## src/rtl/rv_decode_pkg.sv

```systemverilog
package rv_decode_pkg;

    localparam int XLEN_INST      = 32;
    localparam int OPCODE_W       = 7;

    // entries in the execute input buffer
    localparam int DECODE_CREDITS = 4;
    localparam int CREDIT_W       = 3;

    // base opcodes, bits 6:0 of the instruction
    localparam logic [OPCODE_W-1:0] OPC_LOAD      = 7'b0000011;
    localparam logic [OPCODE_W-1:0] OPC_STORE     = 7'b0100011;
    localparam logic [OPCODE_W-1:0] OPC_BRANCH    = 7'b1100011;
    localparam logic [OPCODE_W-1:0] OPC_JAL       = 7'b1101111;
    localparam logic [OPCODE_W-1:0] OPC_JALR      = 7'b1100111;
    localparam logic [OPCODE_W-1:0] OPC_LUI       = 7'b0110111;
    localparam logic [OPCODE_W-1:0] OPC_AUIPC     = 7'b0010111;
    localparam logic [OPCODE_W-1:0] OPC_OP_IMM    = 7'b0010011;
    localparam logic [OPCODE_W-1:0] OPC_OP_IMM_32 = 7'b0011011;
    localparam logic [OPCODE_W-1:0] OPC_OP        = 7'b0110011;
    localparam logic [OPCODE_W-1:0] OPC_OP_32     = 7'b0111011;
    localparam logic [OPCODE_W-1:0] OPC_SYSTEM    = 7'b1110011;

    localparam logic [11:0] MRET_FUNCT12 = 12'h302;

    typedef logic [XLEN_INST-1:0] inst_t;

    typedef enum logic [3:0] {
        CLS_NONE, CLS_LUI, CLS_AUIPC, CLS_JAL, CLS_JALR, CLS_BRANCH, CLS_LOAD,
        CLS_STORE, CLS_ALU_IMM, CLS_SHIFT_IMM, CLS_ALU_REG, CLS_SHIFT_REG, CLS_SYSTEM
    } inst_class_t;

    typedef enum logic [2:0] {
        ALU_NONE = 3'd0, ALU_ADD = 3'd3, ALU_SUB = 3'd4,
        ALU_XOR = 3'd5, ALU_OR = 3'd6, ALU_AND = 3'd7
    } alu_op_t;

    typedef enum logic [1:0] {SLT_NONE, SLT_SIGNED, SLT_UNSIGNED} slt_kind_t;

    // bit 0 marks a left shift only together with bit 2 clear
    typedef enum logic [2:0] {
        SH_NONE = 3'd0, SLL = 3'd1, SLLW = 3'd3, SRL = 3'd5,
        SRLW = 3'd7, SRA = 3'd4, SRAW = 3'd6
    } shift_kind_t;

    typedef enum logic [2:0] {
        CMP_NONE = 3'd0, BEQ = 3'd2, BNE = 3'd3, BLT = 3'd4,
        BLTU = 3'd5, BGE = 3'd6, BGEU = 3'd7
    } cmp_kind_t;

    typedef enum logic [2:0] {
        LD_NONE = 3'd0, LB = 3'd1, LH = 3'd2, LW = 3'd3,
        LD = 3'd4, LBU = 3'd5, LHU = 3'd6, LWU = 3'd7
    } load_kind_t;

    typedef enum logic [2:0] {
        ST_NONE = 3'd0, SB = 3'd4, SH = 3'd5, SW = 3'd6, SD = 3'd7
    } store_kind_t;

    typedef enum logic [2:0] {
        IMM_NONE = 3'd0, IMM_CSR = 3'd1, IMM_SHAMT = 3'd2, IMM_S = 3'd3,
        IMM_U = 3'd4, IMM_J = 3'd5, IMM_I = 3'd6, IMM_B = 3'd7
    } imm_type_t;

    typedef struct packed {
        logic rs1_en;
        logic rs2_en;
        logic rd_en;
        logic jump_base_pc;
    } reg_use_t;

    typedef struct packed {
        alu_op_t     op;
        logic        src_imm;
        logic        is_word;
        slt_kind_t   slt;
        shift_kind_t shift;
        logic        shift_num_src;
    } alu_ctrl_t;

    typedef struct packed {
        load_kind_t  load;
        store_kind_t store;
    } mem_ctrl_t;

    typedef struct packed {
        cmp_kind_t  cmp;
        // funct3 of a csr instruction, 3'b100 otherwise
        logic [2:0] csr_ctrl;
        logic       ecall;
        logic       ebreak;
        logic       mret;
    } sys_ctrl_t;

    typedef struct packed {
        imm_type_t imm;
        reg_use_t  reg_use;
        alu_ctrl_t alu;
        mem_ctrl_t mem;
        sys_ctrl_t sys;
    } decode_ctrl_t;

endpackage

```

## src/rtl/opcode_classifier.sv

```systemverilog
`timescale 1ns/1ps

module opcode_classifier (
    input  rv_decode_pkg::inst_t       inst_i,
    output rv_decode_pkg::inst_class_t class_o,
    output rv_decode_pkg::reg_use_t    reg_use_o,
    output rv_decode_pkg::imm_type_t   imm_type_o
);
    import rv_decode_pkg::*;

    logic [OPCODE_W-1:0] opcode;
    logic [2:0]          funct3;
    logic                is_shift;

    assign opcode   = inst_i[OPCODE_W-1:0];
    assign funct3   = inst_i[14:12];
    assign is_shift = (funct3[1:0] == 2'b01);

    always_comb begin
        case (opcode)
            OPC_LUI:                   class_o = CLS_LUI;
            OPC_AUIPC:                 class_o = CLS_AUIPC;
            OPC_JAL:                   class_o = CLS_JAL;
            OPC_JALR:                  class_o = CLS_JALR;
            OPC_BRANCH:                class_o = CLS_BRANCH;
            OPC_LOAD:                  class_o = CLS_LOAD;
            OPC_STORE:                 class_o = CLS_STORE;
            OPC_OP_IMM, OPC_OP_IMM_32: class_o = is_shift ? CLS_SHIFT_IMM : CLS_ALU_IMM;
            OPC_OP, OPC_OP_32:         class_o = is_shift ? CLS_SHIFT_REG : CLS_ALU_REG;
            OPC_SYSTEM:                class_o = CLS_SYSTEM;
            default:                   class_o = CLS_NONE;
        endcase
    end

    always_comb begin
        reg_use_o  = '0;
        imm_type_o = IMM_NONE;
        case (class_o)
            CLS_LUI, CLS_AUIPC: begin
                reg_use_o.rd_en = 1'b1;
                imm_type_o      = IMM_U;
            end
            CLS_JAL: begin
                reg_use_o.rd_en = 1'b1;
                imm_type_o      = IMM_J;
            end
            CLS_JALR: begin
                reg_use_o = '{rs1_en: 1'b1, rs2_en: 1'b0, rd_en: 1'b1, jump_base_pc: 1'b1};
                imm_type_o = IMM_I;
            end
            CLS_BRANCH: begin
                reg_use_o.rs1_en = 1'b1;
                reg_use_o.rs2_en = 1'b1;
                imm_type_o       = IMM_B;
            end
            CLS_LOAD, CLS_ALU_IMM: begin
                reg_use_o.rs1_en = 1'b1;
                reg_use_o.rd_en  = 1'b1;
                imm_type_o       = IMM_I;
            end
            CLS_STORE: begin
                reg_use_o.rs1_en = 1'b1;
                reg_use_o.rs2_en = 1'b1;
                imm_type_o       = IMM_S;
            end
            CLS_SHIFT_IMM: begin
                reg_use_o.rs1_en = 1'b1;
                reg_use_o.rd_en  = 1'b1;
                imm_type_o       = IMM_SHAMT;
            end
            CLS_ALU_REG, CLS_SHIFT_REG: begin
                reg_use_o.rs1_en = 1'b1;
                reg_use_o.rs2_en = 1'b1;
                reg_use_o.rd_en  = 1'b1;
            end
            CLS_SYSTEM: begin
                // csrrw/csrrs/csrrc read rs1 but the immediate forms do not
                reg_use_o.rs1_en = ~funct3[2] & (funct3[1:0] != 2'b00);
                reg_use_o.rd_en  = 1'b1;
                imm_type_o       = IMM_CSR;
            end
            default: begin
                reg_use_o  = '0;
                imm_type_o = IMM_NONE;
            end
        endcase
    end

endmodule

```

## src/rtl/alu_field_decoder.sv

```systemverilog
`timescale 1ns/1ps

module alu_field_decoder (
    input  rv_decode_pkg::inst_t       inst_i,
    input  rv_decode_pkg::inst_class_t class_i,
    output rv_decode_pkg::alu_ctrl_t   alu_o
);
    import rv_decode_pkg::*;

    logic [2:0] funct3;
    logic [6:0] funct7;
    logic       word;
    logic       is_alu;
    logic       f7_zero;
    logic       f7_alt;
    logic       imm_form;
    logic       arith_ok;

    assign funct3 = inst_i[14:12];
    assign funct7 = inst_i[31:25];
    // opcode bit 3 separates the 32-bit word forms
    assign word   = inst_i[3];

    assign is_alu = (class_i == CLS_ALU_IMM) || (class_i == CLS_SHIFT_IMM) ||
                    (class_i == CLS_ALU_REG) || (class_i == CLS_SHIFT_REG);

    // 64-bit immediate shifts carry shamt bit 5 in funct7 bit 0
    assign f7_zero = (class_i == CLS_SHIFT_IMM && !word) ? (funct7[6:1] == 6'b000000)
                                                         : (funct7 == 7'b0000000);
    assign f7_alt  = (class_i == CLS_SHIFT_IMM && !word) ? (funct7[6:1] == 6'b010000)
                                                         : (funct7 == 7'b0100000);

    assign imm_form = (class_i == CLS_ALU_IMM);

    // funct7 is immediate bits for the I forms, only sub uses the alternate code
    // word forms only have add and sub
    assign arith_ok = (imm_form || f7_zero || (funct3 == 3'b000 && f7_alt)) &&
                      (!word || funct3 == 3'b000);

    always_comb begin
        alu_o         = '0;
        alu_o.is_word = is_alu & word;
        case (class_i)
            CLS_AUIPC, CLS_LOAD, CLS_STORE: begin
                alu_o.op      = ALU_ADD;
                alu_o.src_imm = 1'b1;
            end
            CLS_ALU_IMM, CLS_ALU_REG: begin
                alu_o.src_imm = imm_form;
                if (arith_ok) begin
                    case (funct3)
                        3'b000: alu_o.op = (!imm_form && f7_alt) ? ALU_SUB : ALU_ADD;
                        3'b010: begin
                            alu_o.op  = ALU_SUB;
                            alu_o.slt = SLT_SIGNED;
                        end
                        3'b011: begin
                            alu_o.op  = ALU_SUB;
                            alu_o.slt = SLT_UNSIGNED;
                        end
                        3'b100:  alu_o.op = ALU_XOR;
                        3'b110:  alu_o.op = ALU_OR;
                        3'b111:  alu_o.op = ALU_AND;
                        default: alu_o.op = ALU_NONE;
                    endcase
                end
            end
            CLS_SHIFT_IMM, CLS_SHIFT_REG: begin
                alu_o.shift_num_src = (class_i == CLS_SHIFT_IMM);
                if (funct3 == 3'b001 && f7_zero) begin
                    alu_o.shift = word ? SLLW : SLL;
                end else if (funct3 == 3'b101 && f7_zero) begin
                    alu_o.shift = word ? SRLW : SRL;
                end else if (funct3 == 3'b101 && f7_alt) begin
                    alu_o.shift = word ? SRAW : SRA;
                end
            end
            default: alu_o.op = ALU_NONE;
        endcase
    end

endmodule

```

## src/rtl/mem_field_decoder.sv

```systemverilog
`timescale 1ns/1ps

module mem_field_decoder (
    input  rv_decode_pkg::inst_t       inst_i,
    input  rv_decode_pkg::inst_class_t class_i,
    output rv_decode_pkg::mem_ctrl_t   mem_o
);
    import rv_decode_pkg::*;

    logic [2:0] funct3;

    assign funct3 = inst_i[14:12];

    // load width and sign
    always_comb begin
        mem_o.load = LD_NONE;
        if (class_i == CLS_LOAD) begin
            case (funct3)
                3'b000:  mem_o.load = LB;
                3'b001:  mem_o.load = LH;
                3'b010:  mem_o.load = LW;
                3'b011:  mem_o.load = LD;
                3'b100:  mem_o.load = LBU;
                3'b101:  mem_o.load = LHU;
                3'b110:  mem_o.load = LWU;
                // no unsigned doubleword load
                default: mem_o.load = LD_NONE;
            endcase
        end
    end

    // store width
    always_comb begin
        mem_o.store = ST_NONE;
        if (class_i == CLS_STORE) begin
            case (funct3)
                3'b000:  mem_o.store = SB;
                3'b001:  mem_o.store = SH;
                3'b010:  mem_o.store = SW;
                3'b011:  mem_o.store = SD;
                default: mem_o.store = ST_NONE;
            endcase
        end
    end

endmodule

```

## src/rtl/branch_sys_decoder.sv

```systemverilog
`timescale 1ns/1ps

module branch_sys_decoder (
    input  rv_decode_pkg::inst_t       inst_i,
    input  rv_decode_pkg::inst_class_t class_i,
    output rv_decode_pkg::sys_ctrl_t   sys_o
);
    import rv_decode_pkg::*;

    logic [2:0]  funct3;
    logic [11:0] funct12;
    logic        is_system;
    logic        trap_form;

    assign funct3    = inst_i[14:12];
    assign funct12   = inst_i[31:20];
    assign is_system = (class_i == CLS_SYSTEM);

    // rd, funct3 and rs1 all zero
    assign trap_form = is_system && (inst_i[19:7] == 13'b0);

    // branch compare
    always_comb begin
        sys_o.cmp = CMP_NONE;
        if (class_i == CLS_BRANCH) begin
            case (funct3)
                3'b000:  sys_o.cmp = BEQ;
                3'b001:  sys_o.cmp = BNE;
                3'b100:  sys_o.cmp = BLT;
                3'b101:  sys_o.cmp = BGE;
                3'b110:  sys_o.cmp = BLTU;
                3'b111:  sys_o.cmp = BGEU;
                default: sys_o.cmp = CMP_NONE;
            endcase
        end
    end

    // execute reads csr op and operand kind straight from funct3
    assign sys_o.csr_ctrl = is_system ? funct3 : 3'b100;

    assign sys_o.ecall  = trap_form && (funct12 == 12'h000);
    assign sys_o.ebreak = trap_form && (funct12 == 12'h001);
    assign sys_o.mret   = trap_form && (funct12 == MRET_FUNCT12);

endmodule

```

## src/rtl/decode_credit_ctrl.sv

```systemverilog
`timescale 1ns/1ps

module decode_credit_ctrl (
    input  logic                       clk_i,
    input  logic                       arst_n_i,
    input  logic                       inst_valid_i,
    output logic                       inst_ready_o,
    input  rv_decode_pkg::decode_ctrl_t ctrl_i,
    input  logic                       credit_return_i,
    output logic                       ctrl_valid_o,
    output rv_decode_pkg::decode_ctrl_t ctrl_o
);
    import rv_decode_pkg::*;

    // free entries in the execute input buffer
    logic [CREDIT_W-1:0] credit_cnt;
    logic                accept;
    decode_ctrl_t        ctrl_q;

    assign inst_ready_o = (credit_cnt != '0);
    assign accept       = inst_valid_i & inst_ready_o;

    // an accept spends a credit and a return gives one back
    always_ff @(posedge clk_i or negedge arst_n_i) begin
        if (!arst_n_i) begin
            credit_cnt <= CREDIT_W'(DECODE_CREDITS);
        end else if (accept && !credit_return_i) begin
            credit_cnt <= credit_cnt - CREDIT_W'(1);
        end else if (!accept && credit_return_i) begin
            credit_cnt <= credit_cnt + CREDIT_W'(1);
        end
    end

    // one cycle valid per accepted instruction
    always_ff @(posedge clk_i or negedge arst_n_i) begin
        if (!arst_n_i) begin
            ctrl_valid_o <= 1'b0;
        end else begin
            ctrl_valid_o <= accept;
        end
    end

    always_ff @(posedge clk_i) begin
        if (accept) begin
            ctrl_q <= ctrl_i;
        end
    end

    assign ctrl_o = ctrl_q;

endmodule

```

## src/rtl/rv_id_stage.sv

```systemverilog
`timescale 1ns/1ps

module rv_id_stage (
    input  logic                        clk_i,
    input  logic                        arst_n_i,

    // fetch side
    input  logic                        inst_valid_i,
    input  rv_decode_pkg::inst_t        inst_i,
    output logic                        inst_ready_o,

    // execute side
    input  logic                        credit_return_i,
    output logic                        ctrl_valid_o,
    output rv_decode_pkg::decode_ctrl_t ctrl_o
);
    import rv_decode_pkg::*;

    inst_class_t  inst_class;
    reg_use_t     reg_use;
    imm_type_t    imm_type;
    alu_ctrl_t    alu_ctrl;
    mem_ctrl_t    mem_ctrl;
    sys_ctrl_t    sys_ctrl;
    decode_ctrl_t dec_ctrl;

    opcode_classifier opcode_classifier_inst (
        .inst_i     (inst_i),
        .class_o    (inst_class),
        .reg_use_o  (reg_use),
        .imm_type_o (imm_type)
    );

    alu_field_decoder alu_field_decoder_inst (
        .inst_i  (inst_i),
        .class_i (inst_class),
        .alu_o   (alu_ctrl)
    );

    mem_field_decoder mem_field_decoder_inst (
        .inst_i  (inst_i),
        .class_i (inst_class),
        .mem_o   (mem_ctrl)
    );

    branch_sys_decoder branch_sys_decoder_inst (
        .inst_i  (inst_i),
        .class_i (inst_class),
        .sys_o   (sys_ctrl)
    );

    // combined decode word
    assign dec_ctrl = '{
        imm:     imm_type,
        reg_use: reg_use,
        alu:     alu_ctrl,
        mem:     mem_ctrl,
        sys:     sys_ctrl
    };

    decode_credit_ctrl decode_credit_ctrl_inst (
        .clk_i           (clk_i),
        .arst_n_i        (arst_n_i),
        .inst_valid_i    (inst_valid_i),
        .inst_ready_o    (inst_ready_o),
        .ctrl_i          (dec_ctrl),
        .credit_return_i (credit_return_i),
        .ctrl_valid_o    (ctrl_valid_o),
        .ctrl_o          (ctrl_o)
    );

endmodule

```

## config.mk

```make
export PLATFORM = sky130hd
export DESIGN_NAME = rv_id_stage
export DESIGN_NICKNAME = d
export VERILOG_FILES = /design/src/rtl/rv_decode_pkg.sv /design/src/rtl/opcode_classifier.sv /design/src/rtl/alu_field_decoder.sv /design/src/rtl/mem_field_decoder.sv /design/src/rtl/branch_sys_decoder.sv /design/src/rtl/decode_credit_ctrl.sv /design/src/rtl/rv_id_stage.sv
export SDC_FILE = /design/constraint.sdc
export NUM_CORES = 1
export LEC_CHECK = 0
export CAP_MARGIN = 30
export CORE_MARGIN = 2
export CORE_UTILIZATION = 25
export CTS_CLUSTER_DIAMETER = 30
export DETAILED_ROUTE_END_ITERATION = 7
export DONT_BUFFER_PORTS = 1
export PLACE_DENSITY_LB_ADDON = 0.3
export SLEW_MARGIN = 20
export SYNTH_ARGS = -nofsm -noshare
export SYNTH_HDL_FRONTEND = slang
export SYNTH_SLANG_ARGS = --single-unit
```

## constraint.sdc

```tcl
create_clock -name clk_i -period 3.3 [get_ports clk_i]
set_clock_uncertainty 0.05 [all_clocks]
set_input_delay 0.33 -clock clk_i [delete_from_list [all_inputs] [get_ports clk_i]]
set_output_delay 0.33 -clock clk_i [all_outputs]
set_load 0.1 [all_outputs]
```

==> reports/results.tsv <==
stage	metric	value	unit
cells_and_area	area_growth	10.1	%
power_and_ir_drop	swShare	51.5	%
yosys	yosysMostFrequentCell	edfxtp_1	
power_and_ir_drop	leakagePower	0.000753	uW
critical_path	critPathCaptureType	flop	
yosys	synth_commonest_cells	edfxtp_1 (33), nor2_1 (22), nand2_1 (14)	
yosys	synth_area_leaders	edfxtp_1 (50%), nor2_1 (4.1%), dfrtp_1 (3.8%)	
power_and_ir_drop	p_clk_share	17.0	%
global_route	grt.total_usage	11.6	%
floorplan	start_util	25.8	%
yosys	ys_ff_latch	37	
floorplan	chipWidth	93.3	um
clock_tree	cts_root_buf	clkbuf_8	
yosys	yosysSeqAreaShare	54.7	%
yosys	ys.flop_type	edfxtp_1	
global_route	grt-ovfl-total	0	
floorplan	row_count	32	
yosys	syn-cell-area	0.00200	mm^2
yosys	yosysTopAreaCell	edfxtp_1	
cells_and_area	fin_util	28.4	%
timing	rsz0062_at_grt	no	
placement	dp_cells	279	
floorplan	die_area	0.00871	mm^2
cells_and_area	fill_cells	801	
global_route	grt_antenna_before_repair	0	
placement	dp_hpwl	3640	um
yosys	async_reset_ff_share	10.8	%
yosys	synth-warning-count	0	
clock_tree	clkTransAtPathRegs	0.07	ns
cells_and_area	fin_cells	287	
timing	worst_pin_slew	0.930	ns
global_route	grt_pass1_vias	1472	
placement	numPortBuffers	0	
timing	setup_viol	0	
yosys	synth_fp_nets	225	
power_and_ir_drop	finalPower	1750	uW
yosys	avgSynthCellArea	11.0	um^2
critical_path	path_max_fanout	2	
critical_path	cp_data_required_time	3.47	ns
flow_run	drv_cap	0	
clock_tree	cts_tree	built	
yosys	ys_types	50	
routing	routed_via_density	5.06	
floorplan	die_h	93.3	um
yosys	synth_edf_count	33	
clock_tree	cts_resized	0	
clock_tree	worstSkewPairLatency	0.29	ns
timing	setup-tns-final	0	ns
worst_hold_path	min_path_type	input port to flop	
cells_and_area	antenna_cells	0	
routing	ant_nets	0	
timing	min_period_over_period	61.7	%
clock_tree	ctsHtreeMaxLevel	2	
clock_tree	clk_path_buf_depth	2	
critical_path	crit_arrival	2.20	ns
power_and_ir_drop	power.density	797	mW/mm^2
clock_tree	numCtsBuffers	5	
critical_path	path_class	flop to flop	
floorplan	io_pins	71	
routing	firstDrtPassIters	4	
floorplan	core_area	0.00773	mm^2
power_and_ir_drop	ir_drop	172	uV
routing	vias	1453	
routing	routed_wl	4790	um
routing	dr.first_iter.drc_count	100	
outcome	outcome	finished clean	
timing	fmax	0.491	GHz
cells_and_area	final_nets	228	
power_and_ir_drop	netSwitchingPower	902	uW
clock_tree	clock-sinks	37	
timing	worst_slack	1.26	ns
global_route	grt_max_degree	35	
global_route	grt_pass1_wl	7690	um
cells_and_area	drive_above_1_share	10.8	%
critical_path	start_kind	flop	
yosys	synthCells	182	
power_and_ir_drop	p_int	849	uW
routing	post_drt_wl_per_cell	16.7	um
timing	max_slew_margin	38.1	%
timing	fin_crit	2.04	ns
placement	place_congestion	0.837	
power_and_ir_drop	power_frac_seq	70.7	%
power_and_ir_drop	power_frac_comb	12.4	%
yosys	yosysTopAreaCellShare	49.7	%
timing	hold_viol	0	
placement	place_worst_setup_slack	1.22	ns
timing	maxSlewViolCount	0	
routing	drc_errors	0	
## layout by cell type, fill, tap and decap left out, drive strengths merged, types with 2 or more instances in the layout
| cell | instances |
|---|---|
| clkbuf | 5 |
| a21oi | 6 |
| a21o | 3 |
| nand4 | 2 |
| nor4b | 2 |
| a32oi | 2 |
| edfxtp | 33 |
| o21ai | 10 |
| xor2 | 2 |
| or3 | 5 |
| ha | 6 |
| a2111oi | 3 |
| inv | 12 |
| nand2 | 15 |
| nor3 | 11 |
| nor2 | 22 |
| dfrtp | 3 |
| nand2b | 3 |
| a31oi | 2 |
| and2 | 2 |
| nor4 | 8 |
| buf | 2 |
| o41ai | 2 |
## cell families (layout without fill, tap and decap cells)
| logic type | Yosys count | after routing | share of synthesized area (%) |
|---|---|---|---|
| XOR/XNOR | 3 | 3 | 1.32 |
| adder cells (fa/ha/maj) | 7 | 7 | 4.76 |
| flip-flops | 37 | 37 | 54.7 |
| AO/OA/AOI/OAI | 37 | 37 | 13.6 |
| AND/OR/NAND/NOR | 78 | 78 | 21.2 |
| multiplexers | 1 | 1 | 0.502 |
| buffers and inverters | 19 | 22 | 3.89 |
## stage by stage
step                hold WS (ns)  area, um^2
CTS                        0.170        2200
detailed placement       -0.0155        2110
finish                     0.178        2200
global placement         -0.0155        2110
global route               0.170        2200
floorplan                -0.0156        2000
## worst max-delay path: stages, from the launching register on
cell and delay [ns]:
dfstp_2 0.54, or3_1 0.11, and2_2 0.15, ha_1 0.18, inv_1 0.07, fa_1 0.42
xor2_1 0.15, nor2_1 0.11, xor2_1 0.18
## power by group through the flow
stage	Combinational [uW]	Clock [uW]	Sequential [uW]
final	216	297	1240
after CTS	221	308	1240
after global placement	215	0	1250
after global routing	242	326	1250
after detailed placement	218	0	1250
after floorplan	179	0	1230
## per-layer routing
layer	vias to the layer above	share of wire [%]	GRT usage, %
met2	67	46	18.2
met1	689	41	13.3
li1	689	-	-
met5	-	0	0
met4	0	2.2	5.27
met3	8	11	5.64
## flip-flops by register name (all words and copies together), names as in the netlist
signal	flops
decode_credit_ctrl_inst.ctrl_o	33
decode_credit_ctrl_inst.credit_cnt	3
decode_credit_ctrl_inst.ctrl_valid_o	1
## timing repair
action,4_1_cts,5_1_grt
setup endpoints to repair,0,0
hold buffers,1,0
endpoints found under the hold margin,4,0
setup buffers,0,0
## worst paths after layout
path                                                       start                                     to  slack [ns]  cells past startpoint
setup / recovery           decode_credit_ctrl_inst.credit_cnt[2]  decode_credit_ctrl_inst.credit_cnt[2]        1.26                      8
hold / removal                                        inst_i[30]     decode_credit_ctrl_inst.ctrl_o[16]        0.18                      1
setup reg to reg           decode_credit_ctrl_inst.credit_cnt[2]  decode_credit_ctrl_inst.credit_cnt[2]        1.26                      8
hold reg to reg            decode_credit_ctrl_inst.credit_cnt[0]  decode_credit_ctrl_inst.credit_cnt[0]        0.45                      1
max in group asynchronous                               arst_n_i  decode_credit_ctrl_inst.credit_cnt[2]        2.72                      1
min in group asynchronous                               arst_n_i  decode_credit_ctrl_inst.credit_cnt[0]        0.25                      1
## cell type report
class / instances / area, um^2 / area share (%)
flip-flops and latches: 37 / 1090 / 49.7
multi-input cells: 126 / 827 / 37.6
well taps: 102 / 128 / 5.81
clock buffers: 5 / 68.8 / 3.13
inverters: 12 / 45.0 / 2.05
repair buffers: 3 / 25.0 / 1.14
clock inverters: 2 / 11.3 / 0.513
(Power assumes the default switching activity.)
